## config.mk

```make
export PLATFORM = sky130hd
export DESIGN_NAME = fifo_sync_top
export DESIGN_NICKNAME = d
export VERILOG_FILES = /design/src/fifo_pkg.sv /design/src/fifo_sync_top.sv /design/src/fifo_asym_conv.sv /design/src/fifo_level_ctrl.sv /design/src/fifo_ram_2p.sv
export SDC_FILE = /design/constraint.sdc
export NUM_CORES = 1
export LEC_CHECK = 0
export ABC_AREA = 1
export ABC_CLOCK_PERIOD_IN_PS = 2600
export BUFFER_PORTS_ARGS = -buffer_cell sky130_fd_sc_hd__buf_2
export CELL_PAD_IN_SITES_DETAIL_PLACEMENT = 1
export CELL_PAD_IN_SITES_GLOBAL_PLACEMENT = 2
export CORE_AREA = 5 5 242 244
export DETAILED_ROUTE_END_ITERATION = 7
export DIE_AREA = 0 0 247 249
export PLACE_DENSITY = 0.83
export SYNTH_ARGS = -nofsm -noshare
export SYNTH_HDL_FRONTEND = slang
export SYNTH_SLANG_ARGS = --single-unit
```

## constraint.sdc

```tcl
create_clock -name clk_i -period 2.6 [get_ports clk_i]
set_clock_uncertainty 0.2 [all_clocks]
set_input_delay 0.39 -clock clk_i [delete_from_list [all_inputs] [get_ports clk_i]]
set_output_delay 0.39 -clock clk_i [all_outputs]
set_load 0.05 [all_outputs]
```

## src/fifo_pkg.sv

```systemverilog
////////////////////
// widths, depth and shared types of the asymmetric sync FIFO
// referenced by scoped names from every design file
////////////////////
`default_nettype none

package fifo_pkg;

   localparam int W_DATA_W = 32;  // write port
   localparam int R_DATA_W = 8;   // read port
   localparam int ADDR_W   = 6;   // in narrow words

   localparam int MAXDATA_W = (W_DATA_W > R_DATA_W) ? W_DATA_W : R_DATA_W;
   localparam int MINDATA_W = (W_DATA_W > R_DATA_W) ? R_DATA_W : W_DATA_W;
   localparam int RATIO     = MAXDATA_W / MINDATA_W;
   localparam int LANE_W    = $clog2(RATIO);

   // the wide side addresses whole rows
   localparam int W_ADDR_W   = (W_DATA_W == MAXDATA_W) ? ADDR_W - LANE_W : ADDR_W;
   localparam int R_ADDR_W   = (R_DATA_W == MAXDATA_W) ? ADDR_W - LANE_W : ADDR_W;
   localparam int ROW_ADDR_W = ADDR_W - LANE_W;

   // level steps, counted in narrow words
   localparam int W_INCR    = (W_DATA_W > R_DATA_W) ? RATIO : 1;
   localparam int R_INCR    = (R_DATA_W > W_DATA_W) ? RATIO : 1;
   localparam int FIFO_SIZE = 2 ** ADDR_W;

   typedef logic [W_DATA_W-1:0]   w_word_t;
   typedef logic [R_DATA_W-1:0]   r_word_t;
   typedef logic [MAXDATA_W-1:0]  row_t;
   typedef logic [W_ADDR_W-1:0]   w_addr_t;
   typedef logic [R_ADDR_W-1:0]   r_addr_t;
   typedef logic [ROW_ADDR_W-1:0] row_addr_t;
   typedef logic [ADDR_W:0]       level_t;  // one extra bit to hold FIFO_SIZE

   typedef struct packed {
      logic      en;
      row_addr_t addr;
      row_t      data;
   } ram_wr_t;

   typedef struct packed {
      logic      en;
      row_addr_t addr;
   } ram_rd_t;

endpackage

`default_nettype wire
```

## src/fifo_sync_top.sv

```systemverilog
////////////////////
// synchronous FIFO, 32-bit write and 8-bit read
// write and read are strobes qualified by full and empty
////////////////////
`default_nettype none

module fifo_sync_top (
   input  logic              clk_i,
   input  logic              rst_i,
   input  logic              w_en_i,
   input  fifo_pkg::w_word_t w_data_i,
   output logic              w_full_o,
   input  logic              r_en_i,
   output fifo_pkg::r_word_t r_data_o,
   output logic              r_empty_o,
   output fifo_pkg::level_t  level_o
);

   logic              w_acc;
   logic              r_acc;
   fifo_pkg::w_addr_t w_addr;
   fifo_pkg::r_addr_t r_addr;
   fifo_pkg::ram_wr_t ram_wr;
   fifo_pkg::ram_rd_t ram_rd;
   fifo_pkg::row_t    ram_rdata;

   fifo_level_ctrl ctrl0 (
      .clk_i    (clk_i),
      .rst_i    (rst_i),
      .w_en_i   (w_en_i),
      .r_en_i   (r_en_i),
      .w_acc_o  (w_acc),
      .r_acc_o  (r_acc),
      .w_addr_o (w_addr),
      .r_addr_o (r_addr),
      .level_o  (level_o),
      .w_full_o (w_full_o),
      .r_empty_o(r_empty_o)
   );

   fifo_asym_conv conv0 (
      .clk_i      (clk_i),
      .rst_i      (rst_i),
      .w_acc_i    (w_acc),
      .w_addr_i   (w_addr),
      .w_data_i   (w_data_i),
      .r_acc_i    (r_acc),
      .r_addr_i   (r_addr),
      .r_data_o   (r_data_o),
      .ram_wr_o   (ram_wr),
      .ram_rd_o   (ram_rd),
      .ram_rdata_i(ram_rdata)
   );

   fifo_ram_2p ram0 (
      .clk_i  (clk_i),
      .wr_i   (ram_wr),
      .rd_i   (ram_rd),
      .rdata_o(ram_rdata)
   );

endmodule

`default_nettype wire

```

## src/fifo_asym_conv.sv

```systemverilog
////////////////////
// maps write and read address spaces onto wide RAM rows
// lane 0 is the least significant part of a row
////////////////////
`default_nettype none

module fifo_asym_conv (
   input  logic              clk_i,
   input  logic              rst_i,
   input  logic              w_acc_i,
   input  fifo_pkg::w_addr_t w_addr_i,
   input  fifo_pkg::w_word_t w_data_i,
   input  logic              r_acc_i,
   input  fifo_pkg::r_addr_t r_addr_i,
   output fifo_pkg::r_word_t r_data_o,
   output fifo_pkg::ram_wr_t ram_wr_o,
   output fifo_pkg::ram_rd_t ram_rd_o,
   input  fifo_pkg::row_t    ram_rdata_i
);

   logic rd_pend_q;  // RAM read in flight

   always_ff @(posedge clk_i) begin
      if (rst_i) rd_pend_q <= 1'b0;
      else       rd_pend_q <= r_acc_i;
   end

   if (fifo_pkg::W_DATA_W > fifo_pkg::R_DATA_W) begin : g_wide_wr
      logic [fifo_pkg::LANE_W-1:0] lane_q;

      always_comb begin
         ram_wr_o.en   = w_acc_i;
         ram_wr_o.addr = w_addr_i;  // one wide word per row
         ram_wr_o.data = w_data_i;
         ram_rd_o.en   = r_acc_i;
         ram_rd_o.addr = r_addr_i[fifo_pkg::ADDR_W-1:fifo_pkg::LANE_W];
      end

      // lane waits alongside the RAM read
      always_ff @(posedge clk_i) begin
         if (r_acc_i) lane_q <= r_addr_i[fifo_pkg::LANE_W-1:0];
      end

      always_ff @(posedge clk_i) begin
         if (rst_i) begin
            r_data_o <= '0;
         end else if (rd_pend_q) begin
            r_data_o <= ram_rdata_i[lane_q*fifo_pkg::R_DATA_W +: fifo_pkg::R_DATA_W];
         end
      end

      // back-to-back reads take neighbouring lanes
      a_lane_step : assert property (@(posedge clk_i) disable iff (rst_i)
         rd_pend_q && $past(rd_pend_q) |->
            int'(lane_q) == (int'($past(lane_q)) + 1) % fifo_pkg::RATIO);
   end else begin : g_narrow_wr
      logic [fifo_pkg::LANE_W-1:0] w_lane;
      fifo_pkg::row_t              wbuf_q;     // lanes collected so far
      fifo_pkg::row_t              row_merged;

      assign w_lane = w_addr_i[fifo_pkg::LANE_W-1:0];

      always_ff @(posedge clk_i) begin
         if (w_acc_i) wbuf_q[w_lane*fifo_pkg::W_DATA_W +: fifo_pkg::W_DATA_W] <= w_data_i;
      end

      // last lane goes to the RAM together with the buffered ones
      always_comb begin
         row_merged = wbuf_q;
         row_merged[w_lane*fifo_pkg::W_DATA_W +: fifo_pkg::W_DATA_W] = w_data_i;
      end

      always_comb begin
         ram_wr_o.en   = w_acc_i && (w_lane == '1);
         ram_wr_o.addr = w_addr_i[fifo_pkg::ADDR_W-1:fifo_pkg::LANE_W];
         ram_wr_o.data = row_merged;
         ram_rd_o.en   = r_acc_i;
         ram_rd_o.addr = r_addr_i;
      end

      always_ff @(posedge clk_i) begin
         if (rst_i)          r_data_o <= '0;
         else if (rd_pend_q) r_data_o <= ram_rdata_i;
      end
   end

endmodule

`default_nettype wire

```

## src/fifo_level_ctrl.sv

```systemverilog
////////////////////
// FIFO controller with request gating, address counters,
// registered level and empty/full flags
////////////////////
`default_nettype none

module fifo_level_ctrl (
   input  logic              clk_i,
   input  logic              rst_i,
   input  logic              w_en_i,
   input  logic              r_en_i,
   output logic              w_acc_o,
   output logic              r_acc_o,
   output fifo_pkg::w_addr_t w_addr_o,
   output fifo_pkg::r_addr_t r_addr_o,
   output fifo_pkg::level_t  level_o,
   output logic              w_full_o,
   output logic              r_empty_o
);

   fifo_pkg::level_t level_nxt;
   logic             empty_nxt;
   logic             full_nxt;

   // refused requests simply drop out here
   assign w_acc_o = w_en_i & ~w_full_o;
   assign r_acc_o = r_en_i & ~r_empty_o;

   // address counters wrap on their own width
   always_ff @(posedge clk_i) begin
      if (rst_i) begin
         w_addr_o <= '0;
         r_addr_o <= '0;
      end else begin
         if (w_acc_o) w_addr_o <= w_addr_o + fifo_pkg::w_addr_t'(1);
         if (r_acc_o) r_addr_o <= r_addr_o + fifo_pkg::r_addr_t'(1);
      end
   end

   always_comb begin
      level_nxt = level_o;
      case ({w_acc_o, r_acc_o})
         2'b10: level_nxt = level_o + fifo_pkg::level_t'(fifo_pkg::W_INCR);  // write only
         2'b01: level_nxt = level_o - fifo_pkg::level_t'(fifo_pkg::R_INCR);  // read only
         2'b11: level_nxt = level_o + fifo_pkg::level_t'(fifo_pkg::W_INCR)
                            - fifo_pkg::level_t'(fifo_pkg::R_INCR);
         default: level_nxt = level_o;
      endcase
   end

   // flags follow the next level so they line up with level_o
   assign empty_nxt = level_nxt < fifo_pkg::level_t'(fifo_pkg::R_INCR);
   assign full_nxt  = level_nxt > fifo_pkg::level_t'(fifo_pkg::FIFO_SIZE - fifo_pkg::W_INCR);

   always_ff @(posedge clk_i) begin
      if (rst_i) begin
         level_o   <= '0;
         r_empty_o <= 1'b1;
         w_full_o  <= 1'b0;
      end else begin
         level_o   <= level_nxt;
         r_empty_o <= empty_nxt;
         w_full_o  <= full_nxt;
      end
   end

   // level stays within capacity
   a_level_max : assert property (@(posedge clk_i) disable iff (rst_i)
      level_o <= fifo_pkg::level_t'(fifo_pkg::FIFO_SIZE));

   // a read only goes through with at least one narrow word stored
   a_read_has_data : assert property (@(posedge clk_i) disable iff (rst_i)
      r_acc_o |-> level_o >= fifo_pkg::level_t'(fifo_pkg::R_INCR));

   a_flags_match : assert property (@(posedge clk_i) disable iff (rst_i)
      (r_empty_o == (level_o < fifo_pkg::level_t'(fifo_pkg::R_INCR))) &&
      (w_full_o == (level_o >
         fifo_pkg::level_t'(fifo_pkg::FIFO_SIZE - fifo_pkg::W_INCR))));

endmodule

`default_nettype wire

```

## src/fifo_ram_2p.sv

```systemverilog
////////////////////
// simple dual-port RAM, one wide row per entry
// read data appears the cycle after the read enable
////////////////////
`default_nettype none

module fifo_ram_2p (
   input  logic              clk_i,
   input  fifo_pkg::ram_wr_t wr_i,
   input  fifo_pkg::ram_rd_t rd_i,
   output fifo_pkg::row_t    rdata_o
);

   fifo_pkg::row_t mem [2**fifo_pkg::ROW_ADDR_W];

   always_ff @(posedge clk_i) begin
      if (wr_i.en) begin
         mem[wr_i.addr] <= wr_i.data;
      end
   end

   // registered read port
   always_ff @(posedge clk_i) begin
      if (rd_i.en) begin
         rdata_o <= mem[rd_i.addr];
      end
   end

endmodule

`default_nettype wire

```

==> results by group, run 1 <==
Detailed routing
  • Post-route ant nets: 0
  • Vias: 14,000
  • Vias per cell: 5.68
  • Post-Route M1 WL: 26,300 microns
  • Drt first pass iters: 5
  • Initial drt markers: 1,122
  • DRC viols: 0
  • Met3 wire len: 3640 microns
  • Met2 wire len: 31,000 microns
  • Top routing layer in use: met4
  • Wire length per cell: 25.3 microns
  • Routed Wire Length: 62,400 microns

Cells and area
  • ANT cells: 0
  • Share of cells above drive strength 1: 14.2%
  • Fill cells: 5,500
  • Layout Nets: 1,704
  • Area Overhead vs Synth: 16.4%
  • Final Core Density: 47.2%
  • Area of the multi-input gates: 0.00522 sq mm
  • Finished Cell Area: 0.0265 sq mm
  • Register Area: 0.0170 sq mm

Pwr
  • Cell Pwr Density: 805 mW/mm^2
  • Peak VDD IR: 0.447 mV
  • Clock power share: 39.0%
  • Sequential share of power: 50.8%
  • Sw frac: 24.7%
  • Int Pwr: 16,100 uW
  • Switching pwr: 5260 uW
  • Tot Pwr: 21,300 uW
  • P_leak: 0.00844 uW
  • Logic gate share of total power: 10.2%

Min path
  • Hold crit path type: in -> reg

Place
  • GPL Wtd Cong: 0.810
  • Dpl ws: 0.487 ns
  • DP Area: 0.0243 sq mm
  • Input/output buffers: 52
  • Post-DP HPWL: 35,000 microns

Global routing
  • GR Util All Layers: 20.0%
  • Total gr overflow: 0
  • Vias in the first global route: 14,700
  • First-pass GRT wire length: 93,800 microns
  • Initial antenna violation count: 0
  • Largest net degree at the start of global routing: 115

Timing
  • Final worst path period share: 84.7%
  • Max Clock Freq: 454 MHz
  • Post-route setup slack: 0.398 ns
  • Slew @ Worst Pin: 0.631 ns
  • RSZ-0062 raised after global routing: false
  • WHS: 0.0525 ns
  • Hold Vio Cnt, Final: 0
  • Slew Viols, Final: 0
  • Final setup viols: 0
  • Slew Limit Headroom: 57.9%
  • Final critical-path required period: 2.20 ns

Worst setup path
  • Worst-path maximum fanout: 41
  • CP peak stage delay: 0.56 ns
  • Crit path capture type: flop
  • Data arrival, critical path: 2.35 ns
  • Crit-path cells: buf_4 -> o21ai_0 -> o221ai_1 -> nand2_1
  • Kind of critical path: reg -> reg
  • FF-to-FF setup slack: 0.40 ns
  • Slowest cell on the critical path: dfxtp_4
  • Startpoint Class: flop
  • Critical Path RT: 2.75 ns

Synth
  • Distinct cells, synth: 39
  • Top post-synthesis cells by area: edfxtp_1 72%, mux2i_1 4.3%, nor2_1 4.1%
  • Share of the synthesized area in the top cell type: 72.1%
  • Syn_area_per_cell: 14.5 sq um
  • Mapped cell area: 0.0227 sq mm
  • Synthesized Nets: 1,607
  • Mapped Cells: 1,564
  • Seq/Total Area, Yosys: 74.6%
  • Yosys reg bits: 574
  • Synthesis warning total: 0
  • Yosys top cell by area: edfxtp_1

Die
  • Die area: 0.0615 sq mm
  • Chip width: 247 microns
  • Core ar.: 0.0561 sq mm
  • Row count: 87
  • Starting Density: 40.6%
  • Die H: 249 microns
  • I/O pin count: 53

Clocking
  • Insertion delay to the later sink of the worst-skew pair: 0.62 ns
  • # clock sinks: 574
  • Clk pin slew, worst setup/hold paths: 0.06 ns
  • CTS resizes: 0
  • TritonCTS clock tree: done
  • Post-CTS setup buffer count: 0
  • CTS max path bufs: 3
  • CTS Hold Bufs: 34
  • CTS buffer count: 57
  • Clk root buf: clkbuf_16
  • CTS H-Tree Depth: 2

Outcome
  • Status: completed

Job
  • Total of max-cap violations: 0
-- flip-flops by register name, indices dropped and copies added (netlist names) --
name,count
conv0.g_wide_wr.lane_q,2
conv0.r_data_o,8
conv0.rd_pend_q,1
ctrl0.level_o,7
ctrl0.r_addr_o,6
ctrl0.r_empty_o,1
ctrl0.w_addr_o,4
ctrl0.w_full_o,1
ram0.mem,512
ram0.rdata_o,32
-- power by group through the flow --
stage          Clock (uW)  Sequential (uW)  Combinational, uW
4_1_cts              8450            10800               2200
3_5_place_dp            0            11000               2150
6_report             8310            10800               2180
5_1_grt              8870            10900               2370
2_1_floorplan           0            11200               1110
3_3_place_gp            0            11000               2090
-- per-stage QoR --
step | cells | setup TNS (ns)
3_5_place_dp | 2324 | 0
5_1_grt | 2463 | 0
6_report | 2463 | 0
2_1_floorplan | 1564 | -83.34
3_3_place_gp | 2324 | 0
4_1_cts | 2463 | 0
-- final timing paths --
check | from | end | cells past startpoint
worst max-delay path | ctrl0.r_addr_o[4] | ram0.rdata_o[11] | 4
worst min-delay path | r_en_i | ctrl0.level_o[6] | 5
worst max register to register | ctrl0.r_addr_o[4] | ram0.rdata_o[11] | 4
worst min register to register | ctrl0.r_addr_o[0] | conv0.g_wide_wr.lane_q[0] | 0
-- area by class of cell --
type	count	share of cell area, %
flip-flops and latches	574	64.1
well taps	756	3.57
multi-input cells	843	19.7
repair buffers	142	4.90
inverters	43	0.629
clock inverters	36	1.38
clock buffers	69	5.72
-- critical path, delay by kind of cell, from the launching register on --
family	cells	cell delay, ns
DFF	1	0.56
buffers and inverters	1	0.52
AOI/OAI and AO/OA	2	0.55
and+or+nand+nor	1	0.09
-- cells in the mapped netlist (all sizes together) --
| cell type | count |
|---|---|
| xor2 | 1 |
| ha | 7 |
| o21ai | 156 |
| a21oi | 10 |
| o211ai | 34 |
| a22o | 1 |
| clkbuf | 60 |
| nor4 | 1 |
| nor2 | 255 |
| a32oi | 2 |
| clkinv | 2 |
| nor3b | 1 |
| edfxtp | 546 |
| buf | 44 |
| o21a | 1 |
| o32ai | 34 |
| dfxtp | 28 |
| nand4 | 2 |
| inv | 41 |
| o221a | 1 |
| mux2i | 98 |
| nand3 | 50 |
| nor3 | 6 |
| o22ai | 4 |
| o221ai | 98 |
| and2 | 1 |
| nand2 | 80 |
-- cell usage in the layout (no fill, tap or decap), drive strengths merged, types with 2 or more instances in the layout --
master	count
nand2	80
edfxtp	546
dlygate4sd3	34
dfxtp	28
ha	7
nor2	255
o21ai	156
buf	108
o22ai	4
bufinv	7
a32oi	2
inv	45
nand3	50
clkbuf	69
o211ai	34
clkinv	23
nor3	6
clkinvlp	4
mux2i	98
nand4	2
o221ai	98
a21oi	10
o32ai	34
-- kinds of logic after synthesis --
logic type / count (synthesis) / share of synthesized area [%]
flip-flops: 574 / 74.6
AND/OR/NAND/NOR: 396 / 7.48
AO/OA/AOI/OAI: 341 / 10.2
buffers and inverters: 147 / 3.04
multiplexers: 98 / 4.31
adder cells (fa/ha/maj): 7 / 0.385
XOR/XNOR: 1 / 0.0385
-- routing by layer --
layer / up-vias / GRT usage, %
li1: 6187 / -
met1: 7270 / 27.3
met2: 444 / 33.7
met3: 92 / 3.27
met4: 0 / 5.20
met5: - / 0
(Power assumes the default switching activity.)
==> inputs of run 2 (changes only) <==
--- a/config.mk
+++ b/config.mk
@@ -6,14 +6,14 @@
 export NUM_CORES = 1
 export LEC_CHECK = 0
 export ABC_AREA = 1
-export ABC_CLOCK_PERIOD_IN_PS = 2600
+export ABC_CLOCK_PERIOD_IN_PS = 2200
 export BUFFER_PORTS_ARGS = -buffer_cell sky130_fd_sc_hd__buf_2
 export CELL_PAD_IN_SITES_DETAIL_PLACEMENT = 1
 export CELL_PAD_IN_SITES_GLOBAL_PLACEMENT = 2
-export CORE_AREA = 5 5 242 244
+export CORE_AREA = 5 5 229 231
 export DETAILED_ROUTE_END_ITERATION = 7
-export DIE_AREA = 0 0 247 249
-export PLACE_DENSITY = 0.83
+export DIE_AREA = 0 0 234 236
+export PLACE_DENSITY = 0.88
 export SYNTH_ARGS = -nofsm -noshare
 export SYNTH_HDL_FRONTEND = slang
 export SYNTH_SLANG_ARGS = --single-unit
==> constraint.sdc (replaced) <==
create_clock -name clk_i -period 2.2 [get_ports clk_i]
set_clock_uncertainty 0.2 [all_clocks]
set_input_delay 0.33 -clock clk_i [delete_from_list [all_inputs] [get_ports clk_i]]
set_output_delay 0.33 -clock clk_i [all_outputs]
set_load 0.05 [all_outputs]
==> results by group, run 2 (synthesized netlist as in run 1, its figures left out) <==
Outcome
  • Status: completed

Cells and area
  • Commonest non-fill, non-tap cell in the layout: edfxtp_1
  • Final Core Density: 53.2% (+6.0 points)
  • Final cell count without fillers: 2,391 (-2.9%)
  • Most frequent cells in the layout: 546 x edfxtp_1, 234 x nor2_1, 154 x o21ai_0
  • Area Overhead vs Synth: 16.7%
  • Largest registers: ram0.mem (512), ram0.rdata_o (32), conv0.r_data_o (8)
  • Finished Cell Area: 0.0265 sq mm (+0.30%)
  • Share of cells above drive strength 1: 14.6% (+0.42 points)
  • Largest reg by FF count: ram0.mem
  • Layout Nets: 1,716 (+0.70%)
  • Largest register FFs: 512 (unchanged)
  • ANT cells: 0 (unchanged)

Min path
  • Hold_sp: ctrl0.r_addr_o[1]
  • Hold endpoint: conv0.g_wide_wr.lane_q[1]
  • Hold crit path type: reg -> reg
  • Worst hold path depth: 0 (-5)

Global routing
  • Largest net degree at the start of global routing: 81 (-30%)
  • Total gr overflow: 0 (unchanged)
  • Vias in the first global route: 15,000 (+1.9%)
  • GR Util All Layers: 22.0% (+1.9 points)
  • Initial antenna violation count: 0 (unchanged)
  • First-pass GRT wire length: 93,200 microns (-0.70%)

Worst setup path
  • Critical Path RT: 2.47 ns (-0.28 ns)
  • Kind of critical path: reg -> reg
  • Data arrival, critical path: 2.36 ns (about the same)
  • Delay-heaviest family, CP: buffers and inverters
  • Crit path buffers/inverters: 2 (+1)
  • Worst reg2reg path depth: 6 (+2)
  • Crit path capture type: flop
  • Slowest cell on the critical path: o32ai_1
  • Startpoint Class: flop
  • Worst flop-to-flop path startpoint: ctrl0.r_addr_o[2]
  • CP peak stage delay: 0.43 ns (-0.13 ns)
  • FF-to-FF setup slack: 0.11 ns (-0.29 ns)
  • R2r endpoint: ram0.rdata_o[14]
  • Worst-path maximum fanout: 80 (+95%)
  • Crit-path cells: buf_12 -> nor2_1 -> o32ai_1 -> buf_4 -> o211ai_1 -> nand2_1

Pwr
  • Peak VDD IR: 0.666 mV (+49%)
  • P_leak: 0.00851 uW (+0.75%)
  • Cell Pwr Density: 932 mW/mm^2 (+16%)
  • Tot Pwr: 24,800 uW (+16%)

Place
  • Post-DP HPWL: 35,300 microns (+0.83%)
  • Dpl ws: 0.0567 ns (-0.430 ns)
  • GPL Wtd Cong: 0.756 (-6.7%)
  • Placed Instances: 2,251 (-3.1%)
  • DP Area: 0.0244 sq mm (+0.67%)
  • Input/output buffers: 52 (unchanged)

Timing
  • Hold Vio Cnt, Final: 0 (unchanged)
  • Max Clock Freq: 478 MHz (+5.3%)
  • Slew Limit Headroom: 60.0% (+2.0 points)
  • Final worst path period share: 95.0% (+10 points)
  • Final setup viols: 0 (unchanged)
  • RSZ-0062 raised after global routing: false
  • Post-route setup slack: 0.109 ns (-0.289 ns)
  • Final critical-path required period: 2.09 ns (-0.111 ns)
  • Slew @ Worst Pin: 0.599 ns (-0.0319 ns)
  • Slew Viols, Final: 0 (unchanged)

Clocking
  • # clock sinks: 574 (unchanged)
  • CTS H-Tree Depth: 2 (unchanged)
  • Post-CTS setup buffer count: 0 (unchanged)
  • CTS max path bufs: 3 (unchanged)
  • TritonCTS clock tree: done
  • Clk root buf: clkbuf_16
  • CTS buffer count: 57 (unchanged)
  • Insertion delay to the later sink of the worst-skew pair: 0.62 ns (about the same)
  • Clk pin slew, worst setup/hold paths: 0.06 ns (about the same)

Detailed routing
  • Vias per cell: 5.85 (+3.0%)
  • Routed Wire Length: 61,000 microns (-2.3%)
  • Vias: 14,000 (-0.057%)
  • Initial drt markers: 1,218 (+8.6%)
  • Post-route ant nets: 0 (unchanged)
  • DRC viols: 0 (unchanged)
  • Drt first pass iters: 5 (unchanged)
  • Wire length per cell: 25.5 microns (+0.67%)

Job
  • Total of max-cap violations: 0 (unchanged)

Die
  • I/O pin count: 53 (unchanged)
  • Starting Density: 45.6% (+5.0 points)
  • Row count: 82 (-5.7%)
  • Die area: 0.0552 sq mm (-10%)
  • Chip width: 234 microns (-5.3%)
  • Die H: 236 microns (-5.2%)
  • Core ar.: 0.0499 sq mm (-11%)
[run 2: cell types whose count changed in the layout (fill, tap and decap cells not counted), moves of 2 or more]
cell       previous run  this run
clkinv_2             10        12
buf_4                34        30
buf_12               22        37
inv_6                 5         3
bufinv_16             7         3
clkbuf_1             10        15
clkinv_1             13        10
[run 2: repair_timing]
item                                   4_1_cts  5_1_grt
hold buffers                                35        0
endpoints found under the hold margin      525        0
resized for setup                            0        1
setup endpoints to repair                    0        4
[run 2: final cells by class]
type / count / area [sq um]
fill: 4788 / 23300
sequential: 574 / 17000
multi-input combinational: 843 / 5220
timing repair buffer: 154 / 1580
clock buffer: 75 / 1550
tap: 672 / 841
clock inverter: 30 / 234
inverter: 43 / 168
[run 2: worst max-delay path by stage]
stage	slack, ns	startpoint	end	cells after the start
finish	0.11	ctrl0.r_addr_o[2]	ram0.rdata_o[14]	6
global route	0.04	ctrl0.r_addr_o[2]	ram0.rdata_o[14]	6
CTS	0.02	ctrl0.r_addr_o[4]	ram0.rdata_o[24]	5
detailed placement	0.06	ctrl0.r_addr_o[4]	ram0.rdata_o[24]	5
global placement	0.13	ctrl0.r_addr_o[4]	ram0.rdata_o[19]	5
floorplan	-0.22	ctrl0.w_full_o	ram0.mem[11][0]	5
[run 2: routing by layer]
metal	vias to the layer above	global-route usage, %	wire length [microns]
met2	394	37.1	30500
met5	-	0	0
met4	0	5.66	1550
li1	6210	-	-
met3	107	3.46	3070
met1	7274	29.9	25800
[run 2: worst reg2reg max path: stages, from the launching register on]
cell and delay (ns):
dfxtp_4 0.42, buf_12 0.36, nor2_1 0.18, o32ai_1 0.43, buf_4 0.19, o211ai_1 0.09, nand2_1 0.09
[run 2: power breakdown]
part | total [uW] | internal [uW] | switching [uW]
Combinational | 2610 | 789 | 1820
Clock | 9350 | 5290 | 4050
Sequential | 12800 | 12500 | 274
[run 2: through the flow]
| stage | hold WS (ns) | TNS (ns) |
|---|---|---|
| detailed placement | 0.262 | 0 |
| finish | 0.275 | 0 |
| CTS | 0.277 | 0 |
| global route | 0.289 | 0 |
| floorplan | 0.229 | -96.08 |
| global placement | 0.243 | 0 |
==> inputs of run 3 (changes only) <==
==> constraint.sdc (replaced) <==
create_clock -name clk_i -period 2.2 [get_ports clk_i]
set_clock_uncertainty 0.2 [all_clocks]
set_input_delay 0.33 -clock clk_i [delete_from_list [all_inputs] [get_ports clk_i]]
set_output_delay 0.33 -clock clk_i [all_outputs]
set_load 0.005 [all_outputs]
==> results by group, run 3 (synthesized netlist as in run 1, its figures left out) <==
Timing
  • Final critical-path required period: 2.11 ns (+0.0216 ns)
  • Max Clock Freq: 473 MHz (-1.0%)
  • Hold Vio Cnt, Final: 0 (unchanged)
  • WHS: 0.0559 ns (-0.219 ns)
  • Final setup viols: 0 (unchanged)
  • Final worst path period share: 96.0% (+0.98 points)
  • Setup TNS: 0 ns (unchanged)
  • Slew Limit Headroom: 64.7% (+4.7 points)
  • Slew @ Worst Pin: 0.529 ns (-0.0696 ns)
  • RSZ-0062 raised after global routing: false
  • Slew Viols, Final: 0 (unchanged)
  • Post-route setup slack: 0.0877 ns (-0.0216 ns)

Cells and area
  • Commonest non-fill, non-tap cell in the layout: edfxtp_1
  • Largest registers: ram0.mem (512), ram0.rdata_o (32), conv0.r_data_o (8)
  • Largest reg by FF count: ram0.mem
  • Layout Nets: 1,720 (+0.23%)
  • Final cell count without fillers: 2,399 (+0.33%)
  • Fill cells: 4,833 (+0.94%)
  • Share of cells above drive strength 1: 14.8% (+0.17 points)
  • Largest register FFs: 512 (unchanged)
  • Most frequent cells in the layout: 546 x edfxtp_1, 234 x nor2_1, 154 x o21ai_0
  • Area Overhead vs Synth: 17.4%

Die
  • Row count: 82 (unchanged)
  • Chip width: 234 microns (unchanged)
  • I/O pin count: 53 (unchanged)
  • Core ar.: 0.0499 sq mm (unchanged)
  • Die area: 0.0552 sq mm (unchanged)
  • Die H: 236 microns (unchanged)
  • Starting Density: 45.6% (unchanged)

Detailed routing
  • Initial drt markers: 1,458 (+20%)
  • Vias: 14,200 (+1.5%)
  • Wire length per cell: 26.2 microns (+2.9%)
  • Routed Wire Length: 62,900 microns (+3.2%)
  • Vias per cell: 5.92 (+1.2%)
  • Post-route ant nets: 0 (unchanged)
  • Drt first pass iters: 5 (unchanged)
  • DRC viols: 0 (unchanged)

Place
  • Dpl ws: 0.194 ns (+0.137 ns)
  • GPL Wtd Cong: 0.794 (+5.1%)
  • Post-DP HPWL: 36,300 microns (+3.0%)
  • Placed Instances: 2,253 (+0.089%)
  • Input/output buffers: 52 (unchanged)

Global routing
  • GR Util All Layers: 22.5% (+0.54 points)
  • Vias in the first global route: 14,900 (-0.39%)
  • First-pass GRT wire length: 94,500 microns (+1.4%)
  • Largest net degree at the start of global routing: 79 (-2.5%)
  • Initial antenna violation count: 1 (+1)
  • Total gr overflow: 0 (unchanged)

Worst setup path
  • Data arrival, critical path: 2.38 ns (+0.02 ns)
  • FF-to-FF setup slack: 0.09 ns (-0.02 ns)
  • Worst-path maximum fanout: 19 (-76%)
  • Kind of critical path: reg -> reg
  • Crit path capture type: flop
  • Worst Setup EP: ram0.rdata_o[9]
  • Worst flop-to-flop path startpoint: ctrl0.r_addr_o[3]
  • R2r endpoint: ram0.rdata_o[9]
  • Critical Path RT: 2.47 ns (about the same)
  • Worst reg2reg path depth: 6 (unchanged)
  • Startpoint Class: flop
  • Critical Path Start: ctrl0.r_addr_o[3]

Pwr
  • P_leak: 0.00859 uW (+1.0%)
  • Tot Pwr: 25,200 uW (+1.8%)
  • Peak VDD IR: 0.576 mV (-14%)
  • Cell Pwr Density: 944 mW/mm^2 (+1.2%)

Clocking
  • # clock sinks: 574 (unchanged)
  • CTS buffer count: 59 (+3.5%)
  • TritonCTS clock tree: done
  • CTS max path bufs: 3 (unchanged)
  • Clk pin slew, worst setup/hold paths: 0.06 ns (about the same)
  • CTS H-Tree Depth: 2 (unchanged)
  • Clk root buf: clkbuf_16
  • Post-CTS setup buffer count: 0 (unchanged)
  • Insertion delay to the later sink of the worst-skew pair: 0.62 ns (about the same)

Min path
  • Hold crit path type: in -> reg

Outcome
  • Status: completed

Job
  • Total of max-cap violations: 0 (unchanged)
==> run 3: cell types whose count changed in the layout (fill, tap and decap cells not counted), moves of 2 or more <==
cell       change
clkinv_1       +5
bufinv_16      +4
clkbuf_1       -2
inv_6          -2
buf_4          +3
==> run 3: worst max-delay path: stages, from the launching register on <==
cell and delay, ns:
dfxtp_4 0.57, buf_4 0.24, buf_4 0.21, o21ai_0 0.16
o221ai_1 0.25, nand3_1 0.15, nand2_1 0.17
==> run 3: power by group <==
group	switching (uW)	internal [uW]	leakage [uW]
clock	4220	5820	0.000943
combinational	1580	766	0.00247
sequential	289	12500	0.00518
total	6090	19100	0.00859
==> run 3: how the worst min path moves through the flow <==
stage / slack (ns) / startpoint / cells past startpoint / to
floorplan: 0.23 / w_data_i[0] / 0 / ram0.mem[0][0]
global placement: 0.25 / ctrl0.r_addr_o[1] / 0 / conv0.g_wide_wr.lane_q[1]
detailed placement: 0.27 / ctrl0.r_addr_o[0] / 0 / conv0.g_wide_wr.lane_q[0]
CTS: 0.03 / r_en_i / 6 / ctrl0.level_o[1]
global route: 0.08 / r_en_i / 3 / ctrl0.r_addr_o[0]
finish: 0.06 / r_en_i / 6 / ctrl0.level_o[1]
==> run 3: metal layers <==
| metal | GRT usage, % | vias to the layer above | wire length [microns] |
|---|---|---|---|
| li1 | - | 6226 | - |
| met1 | 30.3 | 7332 | 25700 |
| met2 | 37.6 | 530 | 31400 |
| met3 | 4.14 | 108 | 4240 |
| met4 | 6.42 | 0 | 1620 |
| met5 | 0 | - | 0 |
==> run 3: final cells by class <==
class / count / area [sq um] / area share, %
sequential: 574 / 17000 / 63.5
clock buffer: 73 / 1550 / 5.80
tap: 672 / 841 / 3.15
inverter: 43 / 166 / 0.623
multi-input combinational: 843 / 5220 / 19.5
antenna: 1 / 2.50 / 0.00937
timing repair buffer: 156 / 1580 / 5.91
clock inverter: 37 / 384 / 1.44
==> run 3: repair_timing <==
item	4_1_cts	5_1_grt
endpoints found under the hold margin	524	0
resized for setup	0	0
hold buffers	35	0
==> run 3: per-stage QoR <==
step	area, sq um	utilization (%)
floorplan	22800	-
global placement	24400	49.0
detailed placement	24400	49.0
CTS	26700	53.6
global route	26700	53.6
finish	26700	53.6
